--- config.mk ---
export PLATFORM = sky130hd
export DESIGN_NAME = st_sink_top
export DESIGN_NICKNAME = d
export VERILOG_FILES = /design/src/verilog/st_sink_pkg.sv /design/src/verilog/ready_latency_line.sv /design/src/verilog/beat_capture.sv /design/src/verilog/record_fifo.sv /design/src/verilog/st_sink_top.sv
export SDC_FILE = /design/constraint.sdc
export NUM_CORES = 1
export LEC_CHECK = 0
export BUFFER_PORTS_ARGS = -buffer_cell sky130_fd_sc_hd__clkbuf_2
export CORE_AREA = 4 4 191 193
export DETAILED_ROUTE_END_ITERATION = 16
export DIE_AREA = 0 0 195 197
export PLACE_DENSITY = 0.7
export SETUP_SLACK_MARGIN = 0.3
export SLEW_MARGIN = 0
export SYNTH_ARGS = -nofsm -noshare
export SYNTH_HDL_FRONTEND = slang
export SYNTH_SLANG_ARGS = --single-unit
--- constraint.sdc ---
create_clock -name clk -period 11.7 [get_ports clk]
set_input_delay 1.755 -clock clk [delete_from_list [all_inputs] [get_ports clk]]
set_output_delay 1.755 -clock clk [all_outputs]
set_load 0.01 [all_outputs]
--- src/verilog/st_sink_pkg.sv ---
// Shared widths, vector types and structs for the streaming sink.
// Compile this package before any module that imports it.

package st_sink_pkg;

   // ----------------------------------------------------------------------
   // beat widths
   // ----------------------------------------------------------------------
   localparam int symbol_w    = 8;
   localparam int num_symbols = 4;
   localparam int data_w      = symbol_w * num_symbols;
   localparam int channel_w   = 4;
   localparam int error_w     = 2;
   // enough to count the unused symbols of a word
   localparam int empty_w     = $clog2(num_symbols);
   // idle stamp, saturating
   localparam int idle_w      = 8;

   // ----------------------------------------------------------------------
   // vector types
   // ----------------------------------------------------------------------
   typedef logic [data_w-1:0]    st_data_t;
   typedef logic [channel_w-1:0] st_channel_t;
   typedef logic [error_w-1:0]   st_error_t;
   typedef logic [empty_w-1:0]   st_empty_t;
   typedef logic [idle_w-1:0]    idle_count_t;

   // ----------------------------------------------------------------------
   // one beat as seen on the sink pins, 42 bits
   // ----------------------------------------------------------------------
   typedef struct packed {
      logic        sop;
      logic        eop;
      st_channel_t channel;
      st_data_t    data;
      st_error_t   error;
      st_empty_t   empty;
   } st_beat_t;

   // stamped transaction as stored in the FIFO, 50 bits
   typedef struct packed {
      idle_count_t idles;
      st_beat_t    beat;
   } st_record_t;

endpackage

--- src/verilog/ready_latency_line.sv ---
// Delay line for the advertised ready.
// ready_qualified says whether the source may put a beat on the bus
// in the current cycle, given the configured ready latency.

`timescale 1ns/1ns

module ready_latency_line #(
   parameter int ready_latency = 1
) (
   input  logic clk,
   input  logic reset,
   input  logic sink_ready,
   output logic ready_qualified
);

   generate
      if (ready_latency == 0) begin : g_bypass
         // zero latency, the current ready decides
         assign ready_qualified = sink_ready;
      end else begin : g_delay
         // stage i holds ready from i+1 cycles back
         logic [ready_latency-1:0] ready_pipe;

         always_ff @(posedge clk or posedge reset) begin
            if (reset) begin
               ready_pipe <= '0;
            end else begin
               ready_pipe[0] <= sink_ready;
               for (int i = 1; i < ready_latency; i++) begin
                  ready_pipe[i] <= ready_pipe[i-1];
               end
            end
         end

         assign ready_qualified = ready_pipe[ready_latency-1];
      end
   endgenerate

endmodule

--- src/verilog/beat_capture.sv ---
// Accepts beats from the streaming source and stamps each with the
// number of idle cycles since the previous accepted beat.
// The record goes to the FIFO in the same cycle the beat is taken.

`timescale 1ns/1ns

module beat_capture import st_sink_pkg::*; (
   input  logic       clk,
   input  logic       reset,
   input  logic       ready_qualified,
   input  logic       sink_valid,
   input  st_beat_t   sink_beat,
   output logic       wr_en,
   output st_record_t wr_record
);

   // ----------------------------------------------------------------------
   // beat qualification
   // ----------------------------------------------------------------------
   // valid without qualified ready is a protocol slip and is dropped
   logic accept;
   // an allowed cycle that carried nothing
   logic idle_cycle;

   assign accept     = sink_valid & ready_qualified;
   assign idle_cycle = ready_qualified & ~sink_valid;

   // ----------------------------------------------------------------------
   // idle counter
   // ----------------------------------------------------------------------
   idle_count_t idle_count;

   always_ff @(posedge clk or posedge reset) begin
      if (reset) begin
         idle_count <= '0;
      end else if (accept) begin
         // the stamp leaves with this beat, start over
         idle_count <= '0;
      end else if (idle_cycle) begin
         // stick at the top value on long gaps
         if (idle_count != '1) begin
            idle_count <= idle_count + idle_count_t'(1);
         end
      end
      // cycles without qualified ready leave the count alone
   end

   // ----------------------------------------------------------------------
   // record build
   // ----------------------------------------------------------------------
   // written at the accepting edge, no extra register stage
   assign wr_en = accept;

   always_comb begin
      wr_record       = '0;
      wr_record.idles = idle_count;
      wr_record.beat  = sink_beat;
   end

endmodule

--- src/verilog/record_fifo.sv ---
// Circular buffer of stamped records.
// The head shows combinationally on out_record while out_valid is high;
// a pop strobe removes it. count reports occupancy for back-pressure.

`timescale 1ns/1ns

module record_fifo import st_sink_pkg::*; #(
   parameter int fifo_depth = 8
) (
   input  logic                            clk,
   input  logic                            reset,
   input  logic                            wr_en,
   input  st_record_t                      wr_record,
   input  logic                            pop,
   output logic                            out_valid,
   output st_record_t                      out_record,
   output logic [$clog2(fifo_depth+1)-1:0] count
);

   localparam int addr_w  = (fifo_depth > 1) ? $clog2(fifo_depth) : 1;
   localparam int count_w = $clog2(fifo_depth + 1);

   typedef logic [addr_w-1:0] addr_t;

   // last slot index, for pointer wrap on any depth
   localparam addr_t last_addr = addr_t'(fifo_depth - 1);

   // ----------------------------------------------------------------------
   // storage and pointers
   // ----------------------------------------------------------------------
   st_record_t mem [fifo_depth];

   addr_t rd_ptr;
   addr_t wr_ptr;

   logic full;
   logic do_pop;
   logic do_write;

   assign out_valid = (count != '0);
   assign full      = (count == count_w'(fifo_depth));
   // pop on empty is ignored
   assign do_pop    = pop & out_valid;
   // a full FIFO still takes a write when the head leaves at the same edge
   assign do_write  = wr_en & (~full | do_pop);

   // head is read straight from the array
   assign out_record = mem[rd_ptr];

   // payload has no reset
   always_ff @(posedge clk) begin
      if (do_write) begin
         mem[wr_ptr] <= wr_record;
      end
   end

   // ----------------------------------------------------------------------
   // pointer and occupancy update
   // ----------------------------------------------------------------------
   always_ff @(posedge clk or posedge reset) begin
      if (reset) begin
         rd_ptr <= '0;
         wr_ptr <= '0;
         count  <= '0;
      end else begin
         if (do_write) begin
            wr_ptr <= (wr_ptr == last_addr) ? '0 : wr_ptr + addr_t'(1);
         end
         if (do_pop) begin
            rd_ptr <= (rd_ptr == last_addr) ? '0 : rd_ptr + addr_t'(1);
         end
         // both at once leaves occupancy unchanged
         case ({do_write, do_pop})
            2'b10:   count <= count + count_w'(1);
            2'b01:   count <= count - count_w'(1);
            default: count <= count;
         endcase
      end
   end

endmodule

--- src/verilog/st_sink_top.sv ---
// Streaming sink top level: ready latency line, beat capture and record FIFO.
// sink_ready drops on hold or when the FIFO has no room left for beats
// that may still arrive inside the ready latency window.

`timescale 1ns/1ns

module st_sink_top import st_sink_pkg::*; #(
   parameter int ready_latency = 1,
   parameter int fifo_depth    = 8
) (
   input  logic       clk,
   input  logic       reset,
   input  logic       sink_valid,
   input  st_beat_t   sink_beat,
   output logic       sink_ready,
   input  logic       hold,
   input  logic       pop,
   output logic       out_valid,
   output st_record_t out_record
);

   localparam int count_w = $clog2(fifo_depth + 1);

   // occupancy must stay below this for ready to be offered
   localparam logic [count_w-1:0] ready_limit =
      count_w'(fifo_depth - ready_latency - 1);

   // ----------------------------------------------------------------------
   // ready rule
   // ----------------------------------------------------------------------
   logic               ready_qualified;
   logic               wr_en;
   st_record_t         wr_record;
   logic [count_w-1:0] count;
   // low in reset and set on the first clock after it
   logic               run;

   always_ff @(posedge clk or posedge reset) begin
      if (reset) begin
         run <= 1'b0;
      end else begin
         run <= 1'b1;
      end
   end

   assign sink_ready = run & ~hold & (count < ready_limit);

   // ----------------------------------------------------------------------
   // blocks
   // ----------------------------------------------------------------------
   ready_latency_line #(.ready_latency(ready_latency)) u_ready_line (
      .clk(clk), .reset(reset),
      .sink_ready(sink_ready), .ready_qualified(ready_qualified)
   );

   beat_capture u_capture (
      .clk(clk), .reset(reset), .ready_qualified(ready_qualified),
      .sink_valid(sink_valid), .sink_beat(sink_beat),
      .wr_en(wr_en), .wr_record(wr_record)
   );

   record_fifo #(.fifo_depth(fifo_depth)) u_fifo (
      .clk(clk), .reset(reset), .wr_en(wr_en), .wr_record(wr_record),
      .pop(pop), .out_valid(out_valid), .out_record(out_record), .count(count)
   );

endmodule

; After elaboration in Yosys (flattened, before gate mapping)
; Memory sizes are Yosys's and may differ from the RTL's.
; Cells that the tools add are included.
[op_classes]
add_sub_neg = 5
bitwise = 10
eq_ne = 6
n_reduce_logical = 5
order_cmp = 1
mux = 8
[op_table]
columns = operator, n
row1 = $mux W8, 3
row2 = $add A8 B1 Y8 const B, 1
row3 = $ne A8 B8 Y1 const B, 1
row4 = $pmux W4 S2, 1
row5 = $add A3 B1 Y3 const B, 2
row6 = $and A1 B1 Y1, 6
row7 = $eq A3 B3 Y1 const B, 2
row8 = $mux W3, 2
row9 = $reduce_bool A2 Y1, 3
row10 = $add A4 B1 Y4 const B, 1
row11 = $eq A4 B4 Y1 const B, 1
row12 = $lt A4 B3 Y1 const B, 1
row13 = $reduce_bool A4 Y1, 1
row14 = $sub A4 B1 Y4 const B, 1
row15 = $not A1 Y1, 3
row16 = $eq A2 B1 Y1 const B, 1
row17 = $eq A2 B2 Y1 const B, 1
row18 = $mux W1, 2
row19 = $reduce_and A2 Y1, 1
row20 = $or A1 B1 Y1, 1
[word_totals]
input_bits = 47
memories = 1
ramBits = 400
elab_cells = 42
ff_bits = 20
output_inout_bits = 52
[memory_table]
columns = memory, depth, word_bits, rd, rd_clocked_by_memory_dff, write_ports, line
row1 = u_fifo.mem, 8, 50, 1, 0, 1, record_fifo.sv:31  ; st_record_t mem [fifo_depth];

; Longest topological paths before layout
; Gate-level depths: netlist of run 1.
[logic_depth]
ltp_word = 6
mapped_depth = 10
ltp_nobuf = 9

; Modules after synthesis
; Synthesis of run 1 repeated with hierarchy kept, for this count alone.
[unflattened]
hier_cells = 749
hier_area_um2 = 16575.9
[by_module_without_submodules]
columns = mod, area_each_um2, seq_area_each_um2, n_inst, cells_per_inst
row1 = record_fifo, 15712.6, 12261.8, 1, 648
row2 = beat_capture, 783.3, 200.2, 1, 94
row3 = st_sink_top, 51.3, 25.0, 1, 5
row4 = ready_latency_line, 28.8, 25.0, 1, 2

; Worst setup path before layout of run 1
; No wires, ideal clock.
[synth_timing]
path_type = in2reg
start = in sink_valid
end = mem u_fifo.mem[1][0] (netlist bit), enable pin
setup_ns = 0.519
stages = 6
slack_ns = 5.183
t_required_ns = 11.181
t_arrival_ns = 5.998
path_buffers = 2
cell_sequence = clkbuf_2 and2_1 buf_2 o21ai_2 or2_2 nor3_1
[synth_via]
elab_chain_len = 4
[synth_rtl]
columns = item, line
row1 = start: declaration, st_sink_top.sv:13  ; input logic sink_valid,
row2 = $and A1 B1 Y1, beat_capture.sv:25  ; assign accept = sink_valid & ready_qualified;
row3 = $and A1 B1 Y1, record_fifo.sv:45  ; assign do_write = wr_en & (~full | do_pop);
row4 = $mux W1, record_fifo.sv:52  ; if (do_write) begin
row5 = $mux W1 (not written as such), record_fifo.sv:53  ; mem[wr_ptr] <= wr_record;
row6 = end: declaration, record_fifo.sv:31
; Every way passes these cells.

==> flow_metrics.tcl, run 1 <==
set metrics [dict create \
    outcome "complete, no violations" \
    rows 68 \
    syn_nets 777 \
    die_w_um 195 \
    pwr-share-comb 0.253 \
    power_switching_w 0.00115 \
    final_core_util 0.540 \
    p_int_w 0.00303 \
    area_delta_synth_final_pct 14.8 \
    seqPwrFrac 0.438 \
    grt_overflow 0 \
    port_buffers 98 \
    final_cell_mix "edfxtp_1, mux4_2, clkbuf_2" \
    grt_pass1_vias 7768 \
    worstMarginPinSlew_ns 0.913 \
    critPathLaunchType "flop" \
    start_util 0.470 \
    avgSynthCellArea_um2 22.5 \
    hpwl_um 16700 \
    cp_max_fo 41 \
    cts_setup_buffers 0 \
    drt.antenna.violating_nets 0 \
    numClockSinks 420 \
    maxSlewHeadroom 0.392 \
    slowest_delay_ns 0.83 \
    route.detailed.drc 0 \
    fillCellCount 2671 \
    die_area_um2 38400 \
    io_pins 99 \
    ir_worst_vdd_mv 0.154 \
    fin_nets 899 \
    antenna_found_initial 2 \
    crit_chain "buf_4 -> mux4_2 -> mux2_2 -> clkbuf_2" \
    via_per_inst 5.50 \
    post_cts_resized 0 \
    multiInputGateArea_um2 3590 \
    insertion_delay_ns 0.53 \
    maxCapViolCount 0 \
    grt_usage 0.156 \
    wire_per_inst_um 22.4 \
    htree_num_levels 2 \
    rsz0062_at_grt "no" \
    finalHoldViolCount 0 \
    fin_crit_sh 0.421 \
    period_minus_slack_ns 4.93 \
    gp_congestion 0.758 \
    firstDrtPassIters 4 \
    p_clk_frac 0.309 \
    grt_pass1_wl_um 46500 \
    ys_ff_latch 420 \
    crit_arrival_ns 3.17 \
    worstHoldPathType "flop to flop" \
    seqCellArea_um2 12500 \
    placed_area_um2 17300 \
    cp-startpoint "u_fifo.rd_ptr[0]" \
    critical_path.slowest_cell "dfrtp_4" \
    clk_path_buf_depth 3 \
    synthArstFlopShare 0.0476 \
    final_area_um2 18700 \
    cts_buffers 42 \
    fp.dieH_um 197 \
    cts_hold_buf 0 \
    yosysSeqAreaShare 0.770 \
    leakagePower_nw 6.09 \
    end_kind "output port" \
    critPathKind "flop to output port" \
    slew_violations 0 \
    r2r-start "u_ready_line.ready_qualified" \
    drt_iter0_drc 606 \
    coreArea_um2 34500 \
    fmax_mhz 203 \
    grt_max_degree 63 \
    tns_ns 0 \
    synth_warnings 0 \
    cts_root_buf "clkbuf_16" \
    postRouteWirelength_um 29900 \
    setup_viol 0 \
    syn_inst 722 \
    fin_skew_ns 0.00994 \
    min_from "run" \
    ys.flop_type "edfxtp_1" \
    synth_edf_count 400 \
    cts_tree "yes" \
    p_sw_frac 0.274 \
    syn_area_um2 16300 \
    path_clk_slew_ns 0.06 \
    p_per_area_nw_per_um2 224 \
    layout_commonest_cell "edfxtp_1" \
    layout-drive-gt1-share 0.388 \
    ys_types 45 \
    cp_data_required_time_ns 9.95 \
    num_vias 7345 \
]
-- final cells by class --
type / count / share of cell area
sequential: 420 / 0.671
tap: 455 / 0.0305
timing repair buffer: 112 / 0.0319
clock inverter: 24 / 0.0111
inverter: 8 / 0.00161
antenna: 3 / 0.000402
clock buffer: 53 / 0.0608
multi-input combinational: 260 / 0.192
-- metal layers --
layer	routed length (um)	vias to the layer above	global-route usage
met4	325	0	0.0328
met2	15300	155	0.261
met5	0	-	0
met1	12700	3887	0.215
met3	1560	29	0.0349
li1	-	3274	-
-- worst max-delay path: cells and delay by family, from the launching register on --
kind	cells	cell delay, ns
buf+inv	2	0.89
flops	1	0.83
mux	2	0.91
-- through the flow --
| step | power [W] | cells | hold slack [ns] | setup WS (ns) |
|---|---|---|---|---|
| 2_1_floorplan | 0.00262 | 722 | 0.477 | 5.18 |
| 3_3_place_gp | 0.00294 | 1255 | 0.487 | 7.23 |
| 3_5_place_dp | 0.00295 | 1255 | 0.490 | 7.22 |
| 4_1_cts | 0.00424 | 1332 | 0.498 | 6.65 |
| 5_1_grt | 0.00439 | 1333 | 0.550 | 6.51 |
| 6_report | 0.00418 | 1335 | 0.490 | 6.77 |
-- state kept, by name, summed over array words and instances, names as in the netlist --
signal / cells
run: 1
u_capture.idle_count: 8
u_fifo.count: 4
u_fifo.mem: 400
u_fifo.rd_ptr: 3
u_fifo.wr_ptr: 3
u_ready_line.ready_qualified: 1
-- kinds of logic (layout without fill, tap and decap cells) --
group	Yosys count	in the layout	share of synthesized area
other	1	4	0.000231
and+or+nand+nor	63	63	0.0197
DFF	420	420	0.770
muxes	156	156	0.177
xor gates and xnor gates	1	1	0.000539
AOI/OAI and AO/OA	31	31	0.0131
adders and majority gates	8	8	0.00662
buffers and inverters	42	197	0.0126
-- synthesized netlist by cell type (3+ instances only) --
| master | n | area (um^2) |
|---|---|---|
| edfxtp_1 | 400 | 12000 |
| mux4_2 | 100 | 2250 |
| mux2_2 | 55 | 619 |
| dfrtp_1 | 20 | 500 |
| nand2_1 | 15 | 56.3 |
| nor2_1 | 14 | 52.6 |
| clkbuf_1 | 12 | 45.0 |
| a21oi_1 | 9 | 45.0 |
| buf_4 | 8 | 60.1 |
| inv_1 | 8 | 30.0 |
| nand2b_1 | 8 | 50.1 |
| buf_2 | 7 | 35.0 |
| ha_1 | 7 | 87.6 |
| nor3_1 | 7 | 35.0 |
| o21ai_0 | 7 | 35.0 |
| nand3_1 | 6 | 30.0 |
| buf_1 | 5 | 18.8 |
| a311o_1 | 3 | 30.0 |
-- power groups by stage --
stage	logic [W]	clock network (W)	registers [W]
2_1_floorplan	0.000833	0	0.00179
3_3_place_gp	0.00108	0	0.00186
3_5_place_dp	0.00108	0	0.00187
4_1_cts	0.00109	0.00132	0.00183
5_1_grt	0.00116	0.00139	0.00185
6_report	0.00106	0.00129	0.00183
-- final timing paths --
| path | cells after the start | to | slack [ns] |
|---|---|---|---|
| min reg2reg | 2 | u_ready_line.ready_qualified | 0.49 |
| min | 2 | u_ready_line.ready_qualified | 0.49 |
| min in group asynchronous | 2 | u_fifo.count[0] | 1.39 |
| max in group asynchronous | 2 | u_fifo.rd_ptr[0] | 9.68 |
| max | 4 | out_record[49] | 6.77 |
| max reg2reg | 5 | u_fifo.mem[4][44] | 8.72 |
Power figures use the tool's default switching activity.
==> run 2, diff against run 1 <==
ABC_AREA = 1   (was unset)
CORE_AREA = 4 4 196 198   (was 4 4 191 193)
DIE_AREA = 0 0 200 202   (was 0 0 195 197)
PLACE_DENSITY = 0.72   (was 0.7)
clock period = 4 ns   (was 11.7 ns; I/O delays follow)
==> flow_metrics.tcl, run 2 <==
set metrics [dict create \
    outcome "complete, no violations" \
    syn_nets 1330 \
    insertion_delay_ns 0.55 \
    period_minus_slack_ns 3.21 \
    syn_inst 1275 \
    crit_arrival_ns 2.61 \
    syn_area_um2 17000 \
    path_clk_slew_ns 0.06 \
    leakagePower_nw 6.77 \
    maxCapViolCount 0 \
    multiInputGateArea_um2 3900 \
    ys_ff_latch 420 \
    die_w_um 200 \
    avgSynthCellArea_um2 13.4 \
    port_buffers 98 \
    fmax_mhz 312 \
    rows 70 \
    critPathKind "flop to output port" \
    postRouteWirelength_um 35200 \
    final_cell_mix "edfxtp_1, nand2_1, nor2_1" \
    die_area_um2 40400 \
    htree_num_levels 2 \
    wire_per_inst_um 18.8 \
    drt.antenna.violating_nets 0 \
    clk_path_buf_depth 3 \
    synth_warnings 0 \
    tns_ns 0 \
    grt_busiest_layer "met2" \
    slew_violations 0 \
    ys.flop_type "edfxtp_1" \
    cts_setup_buffers 0 \
    maxSlewHeadroom 0.350 \
    io_pins 99 \
    fillCellCount 2927 \
    worstMarginPinSlew_ns 0.974 \
    coreArea_um2 36500 \
    met3_usage 0.0387 \
    p_total_w 0.0132 \
    ys_top_cells_by_area "edfxtp_1, nand2_1, nor2_1" \
    synth_top_area_share 0.705 \
    grtUsageMet1 0.230 \
    grt_pass1_wl_um 54800 \
    cts_hold_buf 0 \
    antenna_found_initial 1 \
    finalHoldViolCount 0 \
    worstHoldPathType "primary input to asynchronous set/reset pin" \
    num_vias 10200 \
    fin_nets 1425 \
    firstDrtPassIters 6 \
    top_register "u_fifo.mem" \
    yosysSeqAreaShare 0.734 \
    rsz0062_at_grt "no" \
    cts_root_buf "clkbuf_16" \
    timing.hold.ws_ns 0.165 \
    grt_usage 0.170 \
    grt_pass1_vias 10200 \
    synth_common_cells "edfxtp_1, nand2_1, nor2_1" \
    layout_commonest_cell "edfxtp_1" \
    cts_tree "yes" \
    layout-drive-gt1-share 0.184 \
    cts_buffers 43 \
    start_util 0.467 \
    grt_max_degree 130 \
    gp_congestion 0.759 \
    fp.dieH_um 202 \
    reg_top3 "u_fifo.mem (400), u_capture.idle_count (8), u_fifo.count (4)" \
    hpwl_um 19800 \
    fin_skew_ns 0.0138 \
    grt_overflow 0 \
    drt_iter0_drc 787 \
    ys_types 33 \
    final_area_um2 19200 \
    post_cts_resized 0 \
    ir_worst_vdd_mv 0.449 \
    p_per_area_nw_per_um2 687 \
    synthArstFlopShare 0.0476 \
    numClockSinks 420 \
    largest_reg_flops 400 \
    via_per_inst 5.44 \
    area_delta_synth_final_pct 12.8 \
    synth_top_area_cell "edfxtp_1" \
    cp_data_required_time_ns 3.40 \
    critPathLaunchType "flop" \
    fin_crit_sh 0.802 \
    setup_viol 0 \
    route.detailed.drc 0 \
    cp_max_fo 58 \
    synth_edf_count 400 \
    placed_area_um2 17900 \
    synth_most_common_cell "edfxtp_1" \
    end_kind "output port" \
    gr-usage-met2 0.282 \
    seqCellArea_um2 12500 \
]
[run 2: cell types whose count changed in the layout (fill, tap and decap cells not counted), sizes merged, moves of 49 or more]
cell,before,now
mux2,55,0
mux2i,1,50
mux4,100,0
nand2,15,191
nor2,14,216
o21ai,9,213
o22ai,1,50
[run 2: final timing paths]
check	from	to	slack, ns	cells after the start
max	u_fifo.rd_ptr[1]	out_record[45]	0.79	6
min	reset	u_capture.idle_count[0]	0.16	2
max reg2reg	u_ready_line.ready_qualified	u_fifo.mem[3][38]	1.56	7
min reg2reg	run	u_ready_line.ready_qualified	0.50	2
max in group asynchronous	reset	u_fifo.rd_ptr[1]	3.27	2
min in group clk	hold	u_ready_line.ready_qualified	0.23	2
[run 2: logic make-up (layout without fill, tap and decap cells)]
family                   Yosys count  after routing  synth area share
multiplexers                      50             50            0.0294
other                              1              2          0.000220
flip-flops                       420            420             0.734
adder cells (fa/ha/maj)            8              8           0.00631
XOR/XNOR                           5              5           0.00257
buffers and inverters             95            223            0.0405
AO/OA/AOI/OAI                    267            267            0.0824
AND/OR/NAND/NOR                  429            429             0.105
[run 2: final cells by class]
cell class	instances	area share
flip-flops and latches	420	0.651
clock inverters	23	0.0107
clock buffers	55	0.0610
inverters	24	0.00481
well taps	468	0.0304
multi-input cells	760	0.203
diodes	1	0.000130
repair buffers	121	0.0390
[run 2: metal layers]
layer | vias up | wire, um
met2 | 340 | 17100
li1 | 4790 | -
met1 | 5000 | 15000
met4 | 0 | 528
met3 | 46 | 2550
met5 | - | 0
[run 2: worst max-delay path, stage by stage, from the launching register on]
cell,delay [ns]
dfrtp_4,0.80
buf_4,0.44
o21ai_0,0.18
o21ai_1,0.17
nand2_1,0.08
nand2_1,0.20
clkbuf_2,0.17
[run 2: power by group]
part | internal, W | switching [W]
combinational | 0.00139 | 0.00269
clock | 0.00227 | 0.00160
sequential | 0.00502 | 0.000236
total | 0.00869 | 0.00453
[run 2: metrics by stage]
step,setup slack (ns),utilization,instances
final,0.792,0.527,1872
after global routing,0.595,0.527,1872
after CTS,0.776,0.527,1871
after detailed placement,1.24,0.489,1793
after global placement,1.30,0.489,1793
after floorplan,0.313,-,1275
